==> config.mk <==
export PLATFORM = sky130hd
export DESIGN_NAME = nes_boot_top
export DESIGN_NICKNAME = d
export VERILOG_FILES = /design/src/ines_pkg.sv /design/src/sd_block_pkg.sv /design/src/boot_sequencer.sv /design/src/ines_header_parser.sv /design/src/nes_boot_top.sv /design/src/rom_stream_tracker.sv
export VERILOG_INCLUDE_DIRS = /design/src
export SDC_FILE = /design/constraint.sdc
export NUM_CORES = 1
export LEC_CHECK = 0
export BUFFER_PORTS_ARGS = -buffer_cell sky130_fd_sc_hd__buf_4
export CAP_MARGIN = 20
export CORE_ASPECT_RATIO = 1.1
export CORE_MARGIN = 2
export CORE_UTILIZATION = 35
export DETAILED_ROUTE_END_ITERATION = 16
export PLACE_DENSITY = 0.6
export SLEW_MARGIN = 20
export SYNTH_ARGS = -nofsm -noshare
export SYNTH_HDL_FRONTEND = slang
export SYNTH_SLANG_ARGS = --single-unit
export TNS_END_PERCENT = 20
==> constraint.sdc <==
create_clock -name clk_i -period 2.7 [get_ports clk_i]
set_clock_uncertainty 0.1 [all_clocks]
set_input_delay 0.27 -clock clk_i [delete_from_list [all_inputs] [get_ports clk_i]]
set_output_delay 0.27 -clock clk_i [all_outputs]
set_load 0.01 [all_outputs]
==> src/nes_boot_config.svh <==
// NES boot configuration
`ifndef NES_BOOT_CONFIG_SVH
`define NES_BOOT_CONFIG_SVH

// iNES header layout
`define NES_HEADER_LEN       16
`define NES_HDR_PRG_BYTE     4   // PRG bank count
`define NES_HDR_CHR_BYTE     5   // CHR bank count
`define NES_HDR_FLAGS6_BYTE  6   // Nametable bits and low mapper nibble
`define NES_HDR_FLAGS7_BYTE  7   // High mapper nibble

// Bank sizes as shifts
`define NES_PRG_BANK_SHIFT   14  // 16 KiB PRG banks
`define NES_CHR_BANK_SHIFT   13  // 8 KiB CHR banks

// ROM widths
`define NES_BANK_NUM_W       6
`define NES_ROM_ADDR_W       19

// SD block-read link widths
`define SD_BLOCK_ADDR_W      32
`define SD_BYTE_IDX_W        9   // 512 bytes per block

`endif

==> src/ines_pkg.sv <==
// Cartridge and boot data types
`include "nes_boot_config.svh"

package ines_pkg;

    // Decoded iNES header
    typedef struct packed {
        logic [`NES_BANK_NUM_W-1:0] prg_banks;      // 16 KiB units
        logic [`NES_BANK_NUM_W-1:0] chr_banks;      // 8 KiB units
        logic                       chr_is_rom;
        logic                       chr_is_ram;     // No CHR banks in the image
        logic [7:0]                 mapper;
        logic                       hw_nametable;   // 0 horizontal, 1 vertical
        logic                       alt_nametable;
    } cart_info_t;

    // One ROM byte with its offset in the region
    typedef struct packed {
        logic [`NES_ROM_ADDR_W-1:0] addr;
        logic [7:0]                 data;
    } boot_data_t;

    // Boot progress flags
    typedef struct packed {
        logic booting;
        logic complete;
        logic prg_received;
        logic chr_received;
    } boot_status_t;

endpackage

==> src/sd_block_pkg.sv <==
// SD block-read link types
`include "nes_boot_config.svh"

package sd_block_pkg;

    // Request from the boot logic to the card
    typedef struct packed {
        logic                        start;          // One-cycle read pulse
        logic [`SD_BLOCK_ADDR_W-1:0] block_addr;     // Block number on the card
        logic                        read_finished;  // Level, card may power down
    } sd_read_req_t;

    // Response from the card
    typedef struct packed {
        logic                        idle;           // No block read in progress
        logic                        result_ok;      // Valid while idle after a read
        logic                        byte_valid;     // Strobe for one data byte
        logic [`SD_BYTE_IDX_W-1:0]   byte_index;     // Position inside the block
        logic [7:0]                  data;
        logic                        powered_down;
    } sd_read_rsp_t;

endpackage

==> src/boot_sequencer.sv <==
// SD block read sequencer
`timescale 1ns/1ps
`include "nes_boot_config.svh"

module boot_sequencer (
    input  logic                       clk_i,
    input  logic                       rst_i,
    input  sd_block_pkg::sd_read_rsp_t sd_rsp_i,
    input  logic                       receiver_ready_i,
    input  logic                       header_done_i,
    input  logic                       data_received_i,
    output sd_block_pkg::sd_read_req_t sd_req_o,
    output logic                       header_phase_o,
    output logic                       data_phase_o,
    output logic                       complete_o
);
    import sd_block_pkg::*;

    typedef enum logic [3:0] {
        WAIT_READY,
        PREPARE_HEADER_READ,
        READING_HEADER,
        IDLE,
        PREPARE_DATA_READ,
        READING_DATA,
        CHECK_BLOCK,
        UNEXPECTED_RESULT,
        FINISHED
    } state_t;

    state_t                      state_r;
    state_t                      state_next;
    logic                        ready_to_read;
    logic                        start_read;
    logic                        start_r;
    logic [`SD_BLOCK_ADDR_W-1:0] block_addr_r;
    logic                        result_ok_r;
    logic                        read_finished_r;
    logic                        complete_r;

    assign ready_to_read = sd_rsp_i.idle & receiver_ready_i;

    always_comb begin
        state_next = state_r;
        case (state_r)
            WAIT_READY: begin
                if (ready_to_read) begin
                    state_next = PREPARE_HEADER_READ;
                end
            end
            PREPARE_HEADER_READ: begin
                state_next = READING_HEADER;
            end
            READING_HEADER: begin
                if (header_done_i) begin
                    state_next = READING_DATA;  // Rest of block 0 is ROM data
                end
            end
            IDLE: begin
                if (data_received_i) begin
                    state_next = FINISHED;
                end else if (ready_to_read) begin
                    state_next = PREPARE_DATA_READ;
                end
            end
            PREPARE_DATA_READ: begin
                state_next = READING_DATA;
            end
            READING_DATA: begin
                if (sd_rsp_i.idle) begin
                    state_next = CHECK_BLOCK;
                end
            end
            CHECK_BLOCK: begin
                state_next = result_ok_r ? IDLE : UNEXPECTED_RESULT;
            end
            UNEXPECTED_RESULT: begin
                state_next = FINISHED;
            end
            FINISHED: begin
                state_next = FINISHED;
            end
            default: begin
                state_next = WAIT_READY;
            end
        endcase
    end

    assign start_read = (state_next == PREPARE_HEADER_READ) |
                        (state_next == PREPARE_DATA_READ);

    always_ff @(posedge clk_i) begin
        if (rst_i) begin
            state_r         <= WAIT_READY;
            start_r         <= 1'b0;
            read_finished_r <= 1'b0;
            complete_r      <= 1'b0;
        end else begin
            state_r         <= state_next;
            start_r         <= start_read;  // Pulse lands in the PREPARE state
            read_finished_r <= read_finished_r | (state_next == FINISHED);
            complete_r      <= complete_r |
                               (data_received_i & read_finished_r & sd_rsp_i.powered_down);
        end
    end

    always_ff @(posedge clk_i) begin
        if (state_next == PREPARE_HEADER_READ) begin
            block_addr_r <= '0;  // Header sits in block 0
        end else if (state_next == PREPARE_DATA_READ) begin
            block_addr_r <= block_addr_r + `SD_BLOCK_ADDR_W'(1);
        end
        if (state_next == CHECK_BLOCK) begin
            result_ok_r <= sd_rsp_i.result_ok;  // Card is idle with the result here
        end
    end

    assign sd_req_o = sd_read_req_t'{
        start:         start_r,
        block_addr:    block_addr_r,
        read_finished: read_finished_r
    };

    assign header_phase_o = (state_next == READING_HEADER);
    assign data_phase_o   = (state_next == READING_DATA);
    assign complete_o     = complete_r;

    // The card must still be idle when the registered start reaches it
    a_start_only_when_idle: assert property (@(posedge clk_i) disable iff (rst_i)
        sd_req_o.start |-> sd_rsp_i.idle);

    a_complete_after_finish: assert property (@(posedge clk_i) disable iff (rst_i)
        complete_o |-> sd_req_o.read_finished);

endmodule

==> src/ines_header_parser.sv <==
// iNES header field capture
`timescale 1ns/1ps
`include "nes_boot_config.svh"

module ines_header_parser (
    input  logic                       clk_i,
    input  logic                       rst_i,
    input  logic                       header_phase_i,
    input  sd_block_pkg::sd_read_rsp_t sd_rsp_i,
    output logic                       header_done_o,
    output ines_pkg::cart_info_t       cart_info_o
);
    import ines_pkg::*;

    localparam logic [`SD_BYTE_IDX_W-1:0] PRG_IDX    = `NES_HDR_PRG_BYTE;
    localparam logic [`SD_BYTE_IDX_W-1:0] CHR_IDX    = `NES_HDR_CHR_BYTE;
    localparam logic [`SD_BYTE_IDX_W-1:0] FLAGS6_IDX = `NES_HDR_FLAGS6_BYTE;
    localparam logic [`SD_BYTE_IDX_W-1:0] FLAGS7_IDX = `NES_HDR_FLAGS7_BYTE;
    localparam logic [`SD_BYTE_IDX_W-1:0] LAST_IDX   = `NES_HEADER_LEN - 1;

    logic                       hdr_byte;
    logic [`NES_BANK_NUM_W-1:0] prg_banks_r;
    logic [`NES_BANK_NUM_W-1:0] chr_banks_r;
    logic                       header_done_r;
    logic [3:0]                 mapper_lo_r;
    logic [3:0]                 mapper_hi_r;
    logic                       hw_nt_r;
    logic                       alt_nt_r;

    assign hdr_byte = header_phase_i & sd_rsp_i.byte_valid;

    always_ff @(posedge clk_i) begin
        if (rst_i) begin
            prg_banks_r   <= '0;
            chr_banks_r   <= '0;
            header_done_r <= 1'b0;
        end else if (hdr_byte) begin
            case (sd_rsp_i.byte_index)
                PRG_IDX:  prg_banks_r   <= sd_rsp_i.data[`NES_BANK_NUM_W-1:0];
                CHR_IDX:  chr_banks_r   <= sd_rsp_i.data[`NES_BANK_NUM_W-1:0];
                LAST_IDX: header_done_r <= 1'b1;
                default:  ;
            endcase
        end
    end

    // Flag bytes 6 and 7
    always_ff @(posedge clk_i) begin
        if (hdr_byte && sd_rsp_i.byte_index == FLAGS6_IDX) begin
            hw_nt_r     <= sd_rsp_i.data[0];
            alt_nt_r    <= sd_rsp_i.data[3];
            mapper_lo_r <= sd_rsp_i.data[7:4];
        end
        if (hdr_byte && sd_rsp_i.byte_index == FLAGS7_IDX) begin
            mapper_hi_r <= sd_rsp_i.data[7:4];
        end
    end

    assign cart_info_o = cart_info_t'{
        prg_banks:     prg_banks_r,
        chr_banks:     chr_banks_r,
        chr_is_rom:    |chr_banks_r,
        chr_is_ram:    ~|chr_banks_r,   // Zero CHR banks means board RAM
        mapper:        {mapper_hi_r, mapper_lo_r},
        hw_nametable:  hw_nt_r,
        alt_nametable: alt_nt_r
    };

    assign header_done_o = header_done_r;

    a_info_stable: assert property (@(posedge clk_i) disable iff (rst_i)
        header_done_o |=> $stable(cart_info_o));

endmodule

==> src/nes_boot_top.sv <==
// NES cartridge boot top level
`timescale 1ns/1ps

module nes_boot_top (
    input  logic                       clk_i,
    input  logic                       rst_i,
    input  sd_block_pkg::sd_read_rsp_t sd_rsp_i,
    output sd_block_pkg::sd_read_req_t sd_req_o,
    input  logic                       receiver_ready_i,
    output ines_pkg::cart_info_t       cart_info_o,
    output ines_pkg::boot_data_t       boot_data_o,
    output logic                       boot_data_valid_o,
    output ines_pkg::boot_status_t     status_o
);
    import ines_pkg::*;

    logic header_phase;
    logic data_phase;
    logic header_done;
    logic data_received;
    logic prg_received;
    logic chr_received;
    logic complete;

    boot_sequencer u_sequencer (
        .clk_i            (clk_i),
        .rst_i            (rst_i),
        .sd_rsp_i         (sd_rsp_i),
        .receiver_ready_i (receiver_ready_i),
        .header_done_i    (header_done),
        .data_received_i  (data_received),
        .sd_req_o         (sd_req_o),
        .header_phase_o   (header_phase),
        .data_phase_o     (data_phase),
        .complete_o       (complete)
    );

    ines_header_parser u_parser (
        .clk_i          (clk_i),
        .rst_i          (rst_i),
        .header_phase_i (header_phase),
        .sd_rsp_i       (sd_rsp_i),
        .header_done_o  (header_done),
        .cart_info_o    (cart_info_o)
    );

    rom_stream_tracker u_tracker (
        .clk_i             (clk_i),
        .rst_i             (rst_i),
        .data_phase_i      (data_phase),
        .header_done_i     (header_done),
        .sd_rsp_i          (sd_rsp_i),
        .cart_info_i       (cart_info_o),
        .data_received_o   (data_received),
        .prg_received_o    (prg_received),
        .chr_received_o    (chr_received),
        .boot_data_o       (boot_data_o),
        .boot_data_valid_o (boot_data_valid_o)
    );

    assign status_o = boot_status_t'{
        booting:      ~complete,  // Held until the card is powered down
        complete:     complete,
        prg_received: prg_received,
        chr_received: chr_received
    };

endmodule

==> src/rom_stream_tracker.sv <==
// PRG and CHR byte stream tracker
`timescale 1ns/1ps
`include "nes_boot_config.svh"

module rom_stream_tracker (
    input  logic                       clk_i,
    input  logic                       rst_i,
    input  logic                       data_phase_i,
    input  logic                       header_done_i,
    input  sd_block_pkg::sd_read_rsp_t sd_rsp_i,
    input  ines_pkg::cart_info_t       cart_info_i,
    output logic                       data_received_o,
    output logic                       prg_received_o,
    output logic                       chr_received_o,
    output ines_pkg::boot_data_t       boot_data_o,
    output logic                       boot_data_valid_o
);
    import ines_pkg::*;

    localparam int ROM_W  = `NES_ROM_ADDR_W;
    localparam int PRG_SZ_W = ROM_W + 1;  // 63 PRG banks need one bit more

    logic [ROM_W-1:0]    rom_offset_r;
    logic [PRG_SZ_W-1:0] prg_last;
    logic [ROM_W-1:0]    chr_last;
    logic                data_received;
    logic                rom_byte;
    logic                prg_done;
    logic                chr_done;
    logic                prg_received_r;
    logic                chr_received_r;

    // Offsets of the last byte in each region
    assign prg_last = (PRG_SZ_W'(cart_info_i.prg_banks) << `NES_PRG_BANK_SHIFT) -
                      PRG_SZ_W'(1);
    assign chr_last = (ROM_W'(cart_info_i.chr_banks) << `NES_CHR_BANK_SHIFT) -
                      ROM_W'(1);

    assign data_received = prg_received_r & chr_received_r;
    assign rom_byte      = data_phase_i & sd_rsp_i.byte_valid & ~data_received;

    assign prg_done = rom_byte & ~prg_received_r & ({1'b0, rom_offset_r} == prg_last);
    assign chr_done = (rom_byte & prg_received_r & (rom_offset_r == chr_last)) |
                      (cart_info_i.chr_is_ram & header_done_i);  // Nothing to load

    always_ff @(posedge clk_i) begin
        if (rst_i) begin
            rom_offset_r   <= '0;
            prg_received_r <= 1'b0;
            chr_received_r <= 1'b0;
        end else begin
            if (prg_done) begin
                rom_offset_r <= '0;  // CHR offsets restart at zero
            end else if (rom_byte) begin
                rom_offset_r <= rom_offset_r + ROM_W'(1);
            end
            prg_received_r <= prg_received_r | prg_done;
            chr_received_r <= chr_received_r | chr_done;
        end
    end

    assign boot_data_o = boot_data_t'{
        addr: rom_offset_r,
        data: sd_rsp_i.data
    };

    assign boot_data_valid_o = rom_byte;
    assign data_received_o   = data_received;
    assign prg_received_o    = prg_received_r;
    assign chr_received_o    = chr_received_r;

    // Once the image is in, the stream stays closed
    a_no_beat_after_done: assert property (@(posedge clk_i) disable iff (rst_i)
        data_received_o |=> (data_received_o && !boot_data_valid_o));

endmodule

**Word-level counts from Yosys, hierarchy flattened**

Cells that the tools add are included.

- $mul: 0
- Shifts and indexed selects: 0
- Order comparisons: 0
- Reductions and logical operators: 10
- Divide/modulo/power cells: 0
- Add/sub/neg operators: 4
- Eq/ne operators: 21
- Mux-type cells: 7
- Bitwise gates (word level): 21

Operator list:

| operator | count |
|---|---|
| 9-bit by 3-bit equality test with 1-bit output (second input constant) | 4 |
| 32-bit by 1-bit adder with 32-bit output (second input constant) | 1 |
| 4-bit one-hot mux with 8 select lines | 1 |
| 4-bit by 3-bit equality test with 1-bit output (second input constant) | 7 |
| 19-bit by 20-bit equality test with 1-bit output | 1 |
| 4-bit two-way mux | 5 |
| 20-bit by 1-bit subtractor with 20-bit output (second input constant) | 1 |
| 19-bit by 1-bit adder with 19-bit output (second input constant) | 1 |
| 19-bit equality test | 1 |
| 19-bit by 1-bit subtractor with 19-bit output (second input constant) | 1 |
| 1-bit AND | 12 |
| 4-bit by 2-bit equality test with 1-bit output (second input constant) | 3 |
| 9-bit by 4-bit equality test with 1-bit output (second input constant) | 1 |
| 4-bit by 1-bit equality test with 1-bit output (second input constant) | 2 |
| 4-bit equality test (second input constant) | 2 |
| 1-bit bitwise OR | 6 |
| 2-bit AND reduction | 3 |
| 6-bit OR reduction | 1 |
| 4-bit logical NOT | 1 |
| 2-bit OR reduction | 2 |
| 3-bit two-way mux | 1 |
| 1-bit NOT | 3 |
| 1-bit logical AND | 2 |
| 1-bit logical NOT | 1 |

- Memory bits (read-only): 0
- Latch bits: 0
- Bits in writable memories: 0
- Output and inout port bits: 90
- Bits of input ports: 24
- Word-level logic and storage cells: 79
- Memories: 0
- Register bits: 84

**Depth between registers and ports, before layout**

Gate-level depths: netlist of the first run.

- Depth in word-level cells: 11
- Gate-level depth with buffers: 8
- Depth with buffers taken out: 7

**By module**

A second synthesis of the first run with hierarchy kept.

- Cell total of the unflattened synthesis: 475
- Area, all modules: 4269.1 um^2

By module, submodules not included:

| module | cells each | area each (um^2) | instances | sequential area each (um^2) |
|---|---|---|---|---|
| boot_sequencer | 227 | 1910.6 | 1 | 810.8 |
| rom_stream_tracker | 169 | 1372.6 | 1 | 420.4 |
| ines_header_parser | 75 | 959.7 | 1 | 560.5 |
| nes_boot_top | 4 | 26.3 | 1 | 0.0 |

**Least setup slack after synthesis of the first run**

OpenSTA, ideal clock, no wires.

- Path kind: input -> register
- Start: input sd_rsp_i[14] in the netlist's numbering
- End: register u_parser.alt_nt_r (enable)
- Arrival time: 2.466 ns
- Library setup time: 0.377 ns
- Buffers on the path: 0
- Required time: 2.223 ns
- Stages on the path: 5
- Path slack: -0.242 ns
- Cells stage by stage: or4_1 a2111o_1 or3_4 or4_1 nor3_1

- Word-level cells in the longest chain between the ends: 2

RTL lines:

| item | line | RTL |
|---|---|---|
| start, declared | nes_boot_top.sv:7 | `input sd_block_pkg::sd_read_rsp_t sd_rsp_i,` |
| 9-bit by 3-bit equality test with 1-bit output | ines_header_parser.sv:49 | `if (hdr_byte && sd_rsp_i.byte_index == FLAGS6_IDX) begin` |
| 1-bit logical AND | ines_header_parser.sv:49 |  |
| end signal, assigned | ines_header_parser.sv:51 | `alt_nt_r <= sd_rsp_i.data[3];` |
| end, declared | ines_header_parser.sv:28 | `logic alt_nt_r;` |

Every way passes these cells.
A chain may end at the register's enable or synchronous reset.

**Final worst setup path of the first run**

- Start: register u_sequencer.state_r[3]
- End: register u_parser.alt_nt_r (enable)

- Word-level cells in the longest chain between the ends: 6
- Elaborated cells on any way between the ends: 19
- Those cells by class: eq/ne: 9; mux: 6; bitwise: 1; reduce/logical: 3

RTL lines:

| item | line | RTL |
|---|---|---|
| start, declared | boot_sequencer.sv:31 | `state_t state_r;` |
| start signal, assigned | boot_sequencer.sv:99 | `state_r <= state_next;` |
| 4-bit by 3-bit equality test with 1-bit output, or another cell as far along | boot_sequencer.sv:45 | `case (state_r)` |
| 2-bit OR reduction (no line) or 4-bit two-way mux (tied branches) | - |  |
| 4-bit one-hot mux with 8 select lines * | boot_sequencer.sv:45 |  |
| 4-bit by 2-bit equality test with 1-bit output * | boot_sequencer.sv:124 | `assign header_phase_o = (state_next == READING_HEADER);` |
| 1-bit AND * | ines_header_parser.sv:30 | `assign hdr_byte = header_phase_i & sd_rsp_i.byte_valid;` |
| 1-bit logical AND * | ines_header_parser.sv:49 |  |

Mark *: on every way between the ends. The rest lies on a longest branch, timed or not.

==> results of run 1 <==
## registers in the layout (all words and copies together) (netlist names)
name and flops:
u_sequencer.state_r 4, u_parser.alt_nt_r 1, u_tracker.rom_offset_r 19, u_tracker.prg_received_o 1, u_tracker.chr_received_o 1, u_sequencer.start_r 1
u_parser.prg_banks_r 6, u_parser.hw_nt_r 1, u_parser.mapper_lo_r 4, u_parser.mapper_hi_r 4, u_sequencer.result_ok_r 1, u_sequencer.block_addr_r 32
u_parser.header_done_o 1, u_parser.chr_banks_r 6, u_sequencer.read_finished_r 1, u_sequencer.complete_o 1
## worst paths after layout
check | cells after the start | startpoint | to
setup / recovery | 5 | u_sequencer.state_r[3] | u_parser.alt_nt_r
hold / removal | 1 | sd_rsp_i[19] | u_sequencer.result_ok_r
setup reg to reg | 5 | u_sequencer.state_r[3] | u_parser.alt_nt_r
hold reg to reg | 2 | u_sequencer.read_finished_r | u_sequencer.read_finished_r
## placed cells by master (no fill, tap or decap), drive strengths merged, types with 3 or more instances in the layout
cell    instances
or4            18
xor2           22
clkinv          4
and3           14
buf           135
and4            5
clkbuf         10
inv            19
or4b            3
nand2b          4
o21ai          27
nor3           12
and2            5
ha              4
o31ai          16
a211oi         16
nor4            6
or3            12
nand4          39
edfxtp         11
nand2          13
nand3          17
nor2b           3
dfxtp          73
a21oi          30
xnor2          15
nand4b          4
nor2           43
## worst max-delay path, stage by stage, from the launching register on
cell      delay [ns]
dfxtp_1         0.35
and3b_1         0.24
a2111o_1        0.42
or3_4           0.35
or4_4           0.51
nor3_4          0.27
## routing by layer
metal | vias to the layer above | track usage [%] | wire length (microns)
li1 | 2077 | - | -
met1 | 1994 | 21.3 | 5300
met2 | 117 | 31.3 | 6080
met3 | 15 | 4.28 | 696
met4 | 0 | 6.94 | 199
met5 | - | 0 | 0
## report_power, final
part	internal (W)	switching, W	leakage [nW]
combinational	0.0000642	0.0000904	1.40
sequential	0.00127	0.00000212	0.687
clock	0.000717	0.000507	0.142
total	0.00205	0.000599	2.23
## area by class of cell
| class | count | area (sq um) |
|---|---|---|
| multi-input combinational | 360 | 2360 |
| clock buffer | 10 | 229 |
| sequential | 84 | 1790 |
| fill | 1268 | 6720 |
| timing repair buffer | 135 | 1050 |
| inverter | 19 | 71.3 |
| tap | 157 | 196 |
| clock inverter | 6 | 65.1 |
## repair_timing
| action | 4_1_cts | 5_1_grt |
|---|---|---|
| hold buffers | 0 | 0 |
| setup endpoints to repair | 0 | 10 |
| resized for setup | 0 | 2 |
## metrics by stage
step	hold slack [ns]	TNS, ns
after CTS	0.000752	0
final	0.0116	0
after detailed placement	0.352	-1.92
after floorplan	0.269	0
after global routing	0.00141	0
after global placement	0.351	-1.65
## cell families (layout without fill, tap and decap cells)
group	after synthesis	after routing	synth area share [%]
and+or+nand+nor	209	209	27.9
AOI/OAI and AO/OA	107	107	15.6
DFF	84	84	40.4
buffers and inverters	64	170	6.86
xor gates and xnor gates	37	37	7.31
adders and majority gates	4	4	1.13
muxes	3	3	0.734
==> results by group, run 1 <==
Status
  – Status: finished clean

Timing
  – RSZ-0062 raised after global routing: no
  – Max frequency: 391 MHz
  – Final Hold Viols: 0
  – Tmin final: 2.56 ns
  – Slew HR: 54.7%
  – Slew @ Worst Pin: 0.673 ns
  – Ratio of final minimum period to clock period: 94.7%
  – Final setup vio count: 0
  – Max Transition Viols Final: 0
  – Final worst slack: 0.144 ns

Floorplan
  – FP Rows: 43
  – Boundary Pins: 114
  – Die height: 122 microns
  – Die area: 13600 sq um
  – Die X: 111 microns
  – Core area: 12500 sq um
  – Initial Util: 35.5%

Final layout
  – Synth-to-Final Area Change: 30.0%
  – Net count, final: 637
  – Diode count: 0
  – Final Cell Area: 5760 sq um
  – Fin util: 46.2%
  – Share of layout cells above drive strength 1: 27.2%
  – Final Non-Filler Cells: 771

Setup path
  – Arrival time worst endpoint: 2.46 ns
  – CP Class: reg -> reg
  – Required @ worst endpoint: 2.61 ns
  – Max FO, Critical Path: 6
  – R2R setup slack: 0.14 ns
  – CP Capture Type: flop
  – Startpoint Class: flop

Place
  – Gpl congestion: 0.812
  – DP Worst Slack: -0.240 ns
  – Final HPWL from detailed placement: 8.89 mm
  – Placed Area: 5450 sq um
  – # port buffers: 113
  – DP Cell Count: 754

Logic synthesis
  – Async SR Flop Fraction: 0%
  – Mean Syn Cell Area: 8.72 sq um
  – Top cells by count, synth: dfxtp_1 (73), nor2_1 (42), nand4_1 (39)
  – Top FF cell, synth: dfxtp_1
  – Top cells by area, synth: dfxtp_1 (33%), edfxtp_1 (7.5%), nand4_1 (5.5%)
  – Synth Net Count: 536
  – Yosys top cell by area: dfxtp_1
  – Cells after Synth: 508
  – Distinct cells, synth: 59
  – Synth warnings: 0
  – Mapped cell area: 4430 sq um
  – Number of flops mapped to enable cells by yosys: 11
  – Area share of the largest cell type after synthesis: 33.0%
  – Sequential-to-total area share from yosys stat: 40.4%
  – Flops & latches, synth: 84
  – Most frequent cell after synthesis: dfxtp_1

Worst hold path
  – Worst hold path class: in -> reg

GRT
  – Number of global-route vias before repair: 3990
  – First-pass GRT wire length: 19.8 mm
  – Initial antenna violation count: 0
  – Largest net degree at the start of global routing: 45
  – Total GRT Usage: 17.9%
  – Total grt overflow: 0

CTS
  – CTS Buf Count: 9
  – Worst skew pair latency: 0.34 ns
  – H-tree levels: 3
  – Clock Tree Root: clkbuf_16
  – Clock Tree Buf Depth: 2
  – Clk slew on worst S/H paths: 0.06 ns
  – Clock sinks: 84
  – TritonCTS clock tree: built
  – Setup bufs post-CTS: 0

Power
  – Leakage: 2.23 nW
  – Power Total: 0.00265 W
  – Maximum vdd drop: 0.210 mV
  – Power Density: 459 nW/um^2

Route
  – Vias per cell: 5.45
  – DR vias: 4203
  – ANT nets after route: 0
  – WL final: 12.3 mm
  – DR pass1 iterations: 4
  – Routed wire per std cell: 15.9 microns
  – DRC: 0
  – Drt initial violations: 160

Run
  – Max_cap viols: 0
(Power assumes the default switching activity.)
==> run 2: changes to the inputs <==
--- a/config.mk
+++ b/config.mk
@@ -10,9 +10,10 @@
 export CAP_MARGIN = 20
 export CORE_ASPECT_RATIO = 1.1
 export CORE_MARGIN = 2
-export CORE_UTILIZATION = 35
+export CORE_UTILIZATION = 48
+export CTS_CLUSTER_DIAMETER = 40
 export DETAILED_ROUTE_END_ITERATION = 16
-export PLACE_DENSITY = 0.6
+export PLACE_DENSITY = 0.77
 export SLEW_MARGIN = 20
 export SYNTH_ARGS = -nofsm -noshare
 export SYNTH_HDL_FRONTEND = slang
==> run 2 against run 1 <==
First-iteration DRC count grew 1.3%; maximum frequency shrank 1.5%; final area shrank 2.0%.
==> results by group, run 2 (synthesis results as in run 1) <==
CTS
  – Clock Tree Root: clkbuf_8 (was clkbuf_16)
  – TritonCTS clock tree: built (unchanged)
  – Setup bufs post-CTS: 0 (unchanged)
  – Clock Tree Buf Depth: 2 (unchanged)
  – Clock sinks: 84 (unchanged)
  – CTS Buf Count: 9 (unchanged)
  – Clk slew on worst S/H paths: 0.08 ns (was 0.06 ns)
  – H-tree levels: 3 (unchanged)
  – Worst skew pair latency: 0.36 ns (was 0.34 ns)

Timing
  – Max frequency: 385 MHz (was 391 MHz)
  – Final setup vio count: 0 (unchanged)
  – Final Hold Viols: 0 (unchanged)
  – RSZ-0062 raised after global routing: no (unchanged)
  – Slew HR: 29.7% (was 54.7%)
  – Worst Hold Slack: 0.0209 ns (was 0.0116 ns)
  – Max Transition Viols Final: 0 (unchanged)
  – Tmin final: 2.60 ns (was 2.56 ns)
  – Ratio of final minimum period to clock period: 96.2% (was 94.7%)
  – Slew @ Worst Pin: 1.05 ns (was 0.673 ns)

Floorplan
  – Boundary Pins: 114 (unchanged)
  – Die X: 95.6 microns (was 111 microns)
  – Die area: 10000 sq um (was 13600 sq um)
  – FP Rows: 36 (was 43)
  – Die height: 105 microns (was 122 microns)
  – Initial Util: 49.7% (was 35.5%)
  – Core area: 8920 sq um (was 12500 sq um)

Final layout
  – Top reg by flops: u_sequencer.block_addr_r (unchanged)
  – Fin util: 63.3% (was 46.2%)
  – Filler cells: 745 (was 1268)
  – Commonest cells after routing, fill and taps aside: buf_4 (130), dfxtp_1 (73), nor2_1 (42) (was buf_4 (131), dfxtp_1 (72), nor2_1 (42))
  – Top flop regs: u_sequencer.block_addr_r: 32 flops, u_tracker.rom_offset_r: 19 flops (unchanged)
  – Share of layout cells above drive strength 1: 26.9% (was 27.2%)
  – Diode count: 0 (unchanged)
  – Most common cell after layout, fill and taps aside: buf_4 (unchanged)
  – Synth-to-Final Area Change: 27.4% (was 30.0%)
  – Net count, final: 637 (unchanged)
  – Max reg flops: 32 (unchanged)

Setup path
  – Max FO, Critical Path: 8 (was 6)
  – Arrival time worst endpoint: 2.53 ns (was 2.46 ns)
  – Required @ worst endpoint: 2.63 ns (was 2.61 ns)
  – Family with the most delay on the worst path: simple AND/OR/NAND/NOR gates (unchanged)
  – CP Class: reg -> reg (unchanged)
  – CP bufs+invs: 0 (unchanged)
  – Startpoint Class: flop (unchanged)
  – CP max stage delay: 0.52 ns (was 0.51 ns)
  – R2R setup slack: 0.10 ns (was 0.14 ns)
  – CP Cell Sequence: a21o_1 -> a2111o_1 -> or3_4 -> or4_4 -> nor3_2 (was and3b_1 -> a2111o_1 -> or3_4 -> or4_4 -> nor3_4)
  – CP Capture Type: flop (unchanged)
  – CP max stage cell: or4_4 (unchanged)

Route
  – WL final: 11.8 mm (was 12.3 mm)
  – DRC: 0 (unchanged)
  – DR pass1 iterations: 4 (unchanged)
  – Drt initial violations: 162 (was 160)
  – Routed wire per std cell: 16.2 microns (was 15.9 microns)
  – ANT nets after route: 0 (unchanged)
  – DR vias: 4333 (was 4203)
  – Vias per cell: 5.95 (was 5.45)

Place
  – Gpl congestion: 0.898 (was 0.812)
  – # port buffers: 113 (unchanged)
  – Final HPWL from detailed placement: 8.44 mm (was 8.89 mm)

GRT
  – First-pass GRT wire length: 19.1 mm (was 19.8 mm)
  – Largest net degree at the start of global routing: 45 (unchanged)
  – Number of global-route vias before repair: 4010 (was 3990)
  – Total GRT Usage: 23.5% (was 17.9%)
  – Initial antenna violation count: 0 (unchanged)
  – Total grt overflow: 0 (unchanged)

Run
  – Max_cap viols: 0 (unchanged)

Power
  – Maximum vdd drop: 0.238 mV (was 0.210 mV)
  – Leakage: 2.19 nW (was 2.23 nW)
  – Power Density: 436 nW/um^2 (was 459 nW/um^2)

Status
  – Status: finished clean (unchanged)

Worst hold path
  – Worst hold path class: in -> reg (unchanged)
-- run 2: cell types whose count changed in the layout (fill, tap and decap cells not counted), sizes merged --
cell	change
clkinvlp	+1
bufinv	+1
dlygate4sd3	+3
inv	+2
clkinv	-4
buf	-3
-- run 2: layer usage --
| layer | GRT usage, % | part of all wire (%) | up-vias |
|---|---|---|---|
| li1 | - | - | 2081 |
| met1 | 28.7 | 42 | 2107 |
| met2 | 39.8 | 50 | 128 |
| met3 | 4.97 | 6.6 | 17 |
| met4 | 8.88 | 1.5 | 0 |
| met5 | 0 | 0 | - |
-- run 2: cell type report --
cell class / count / area, sq um / area share [%]
timing repair buffer: 135 / 1040 / 18.4
clock inverter: 6 / 95.1 / 1.68
sequential: 84 / 1790 / 31.7
clock buffer: 10 / 138 / 2.44
tap: 114 / 143 / 2.53
inverter: 19 / 71.3 / 1.26
multi-input combinational: 360 / 2370 / 41.9
-- run 2: path summary, 6_finish.rpt --
check | start | endpoint | cells after the start
worst max-delay path | u_sequencer.state_r[2] | u_parser.mapper_hi_r[0] | 5
worst min-delay path | sd_rsp_i[4] | u_parser.alt_nt_r | 1
worst max register to register | u_sequencer.state_r[2] | u_parser.mapper_hi_r[0] | 5
worst min register to register | u_sequencer.read_finished_r | u_sequencer.read_finished_r | 2
-- run 2: where the power goes --
part	internal [W]	switching [W]
sequential	0.00127	0.00000209
combinational	0.0000625	0.0000896
clock	0.000556	0.000488
-- run 2: what timing repair did --
action / 4_1_cts / 5_1_grt
hold buffers: 3 / 0
hold endpoints to repair: 5 / 0
setup endpoints to repair: 0 / 8
gates resized for setup: 0 / 1
-- run 2: through the flow --
stage / cell area (sq um) / setup slack, ns / total power, W / cells / setup TNS [ns]
after floorplan: 4450 / 0.0262 / 0.00138 / 508 / 0
after global placement: 5360 / -0.181 / 0.00144 / 708 / -1.58
after detailed placement: 5360 / -0.214 / 0.00144 / 708 / -1.94
after CTS: 5630 / 0.0423 / 0.00247 / 727 / 0
after global routing: 5650 / 0.0128 / 0.00253 / 728 / 0
final: 5650 / 0.104 / 0.00246 / 728 / 0
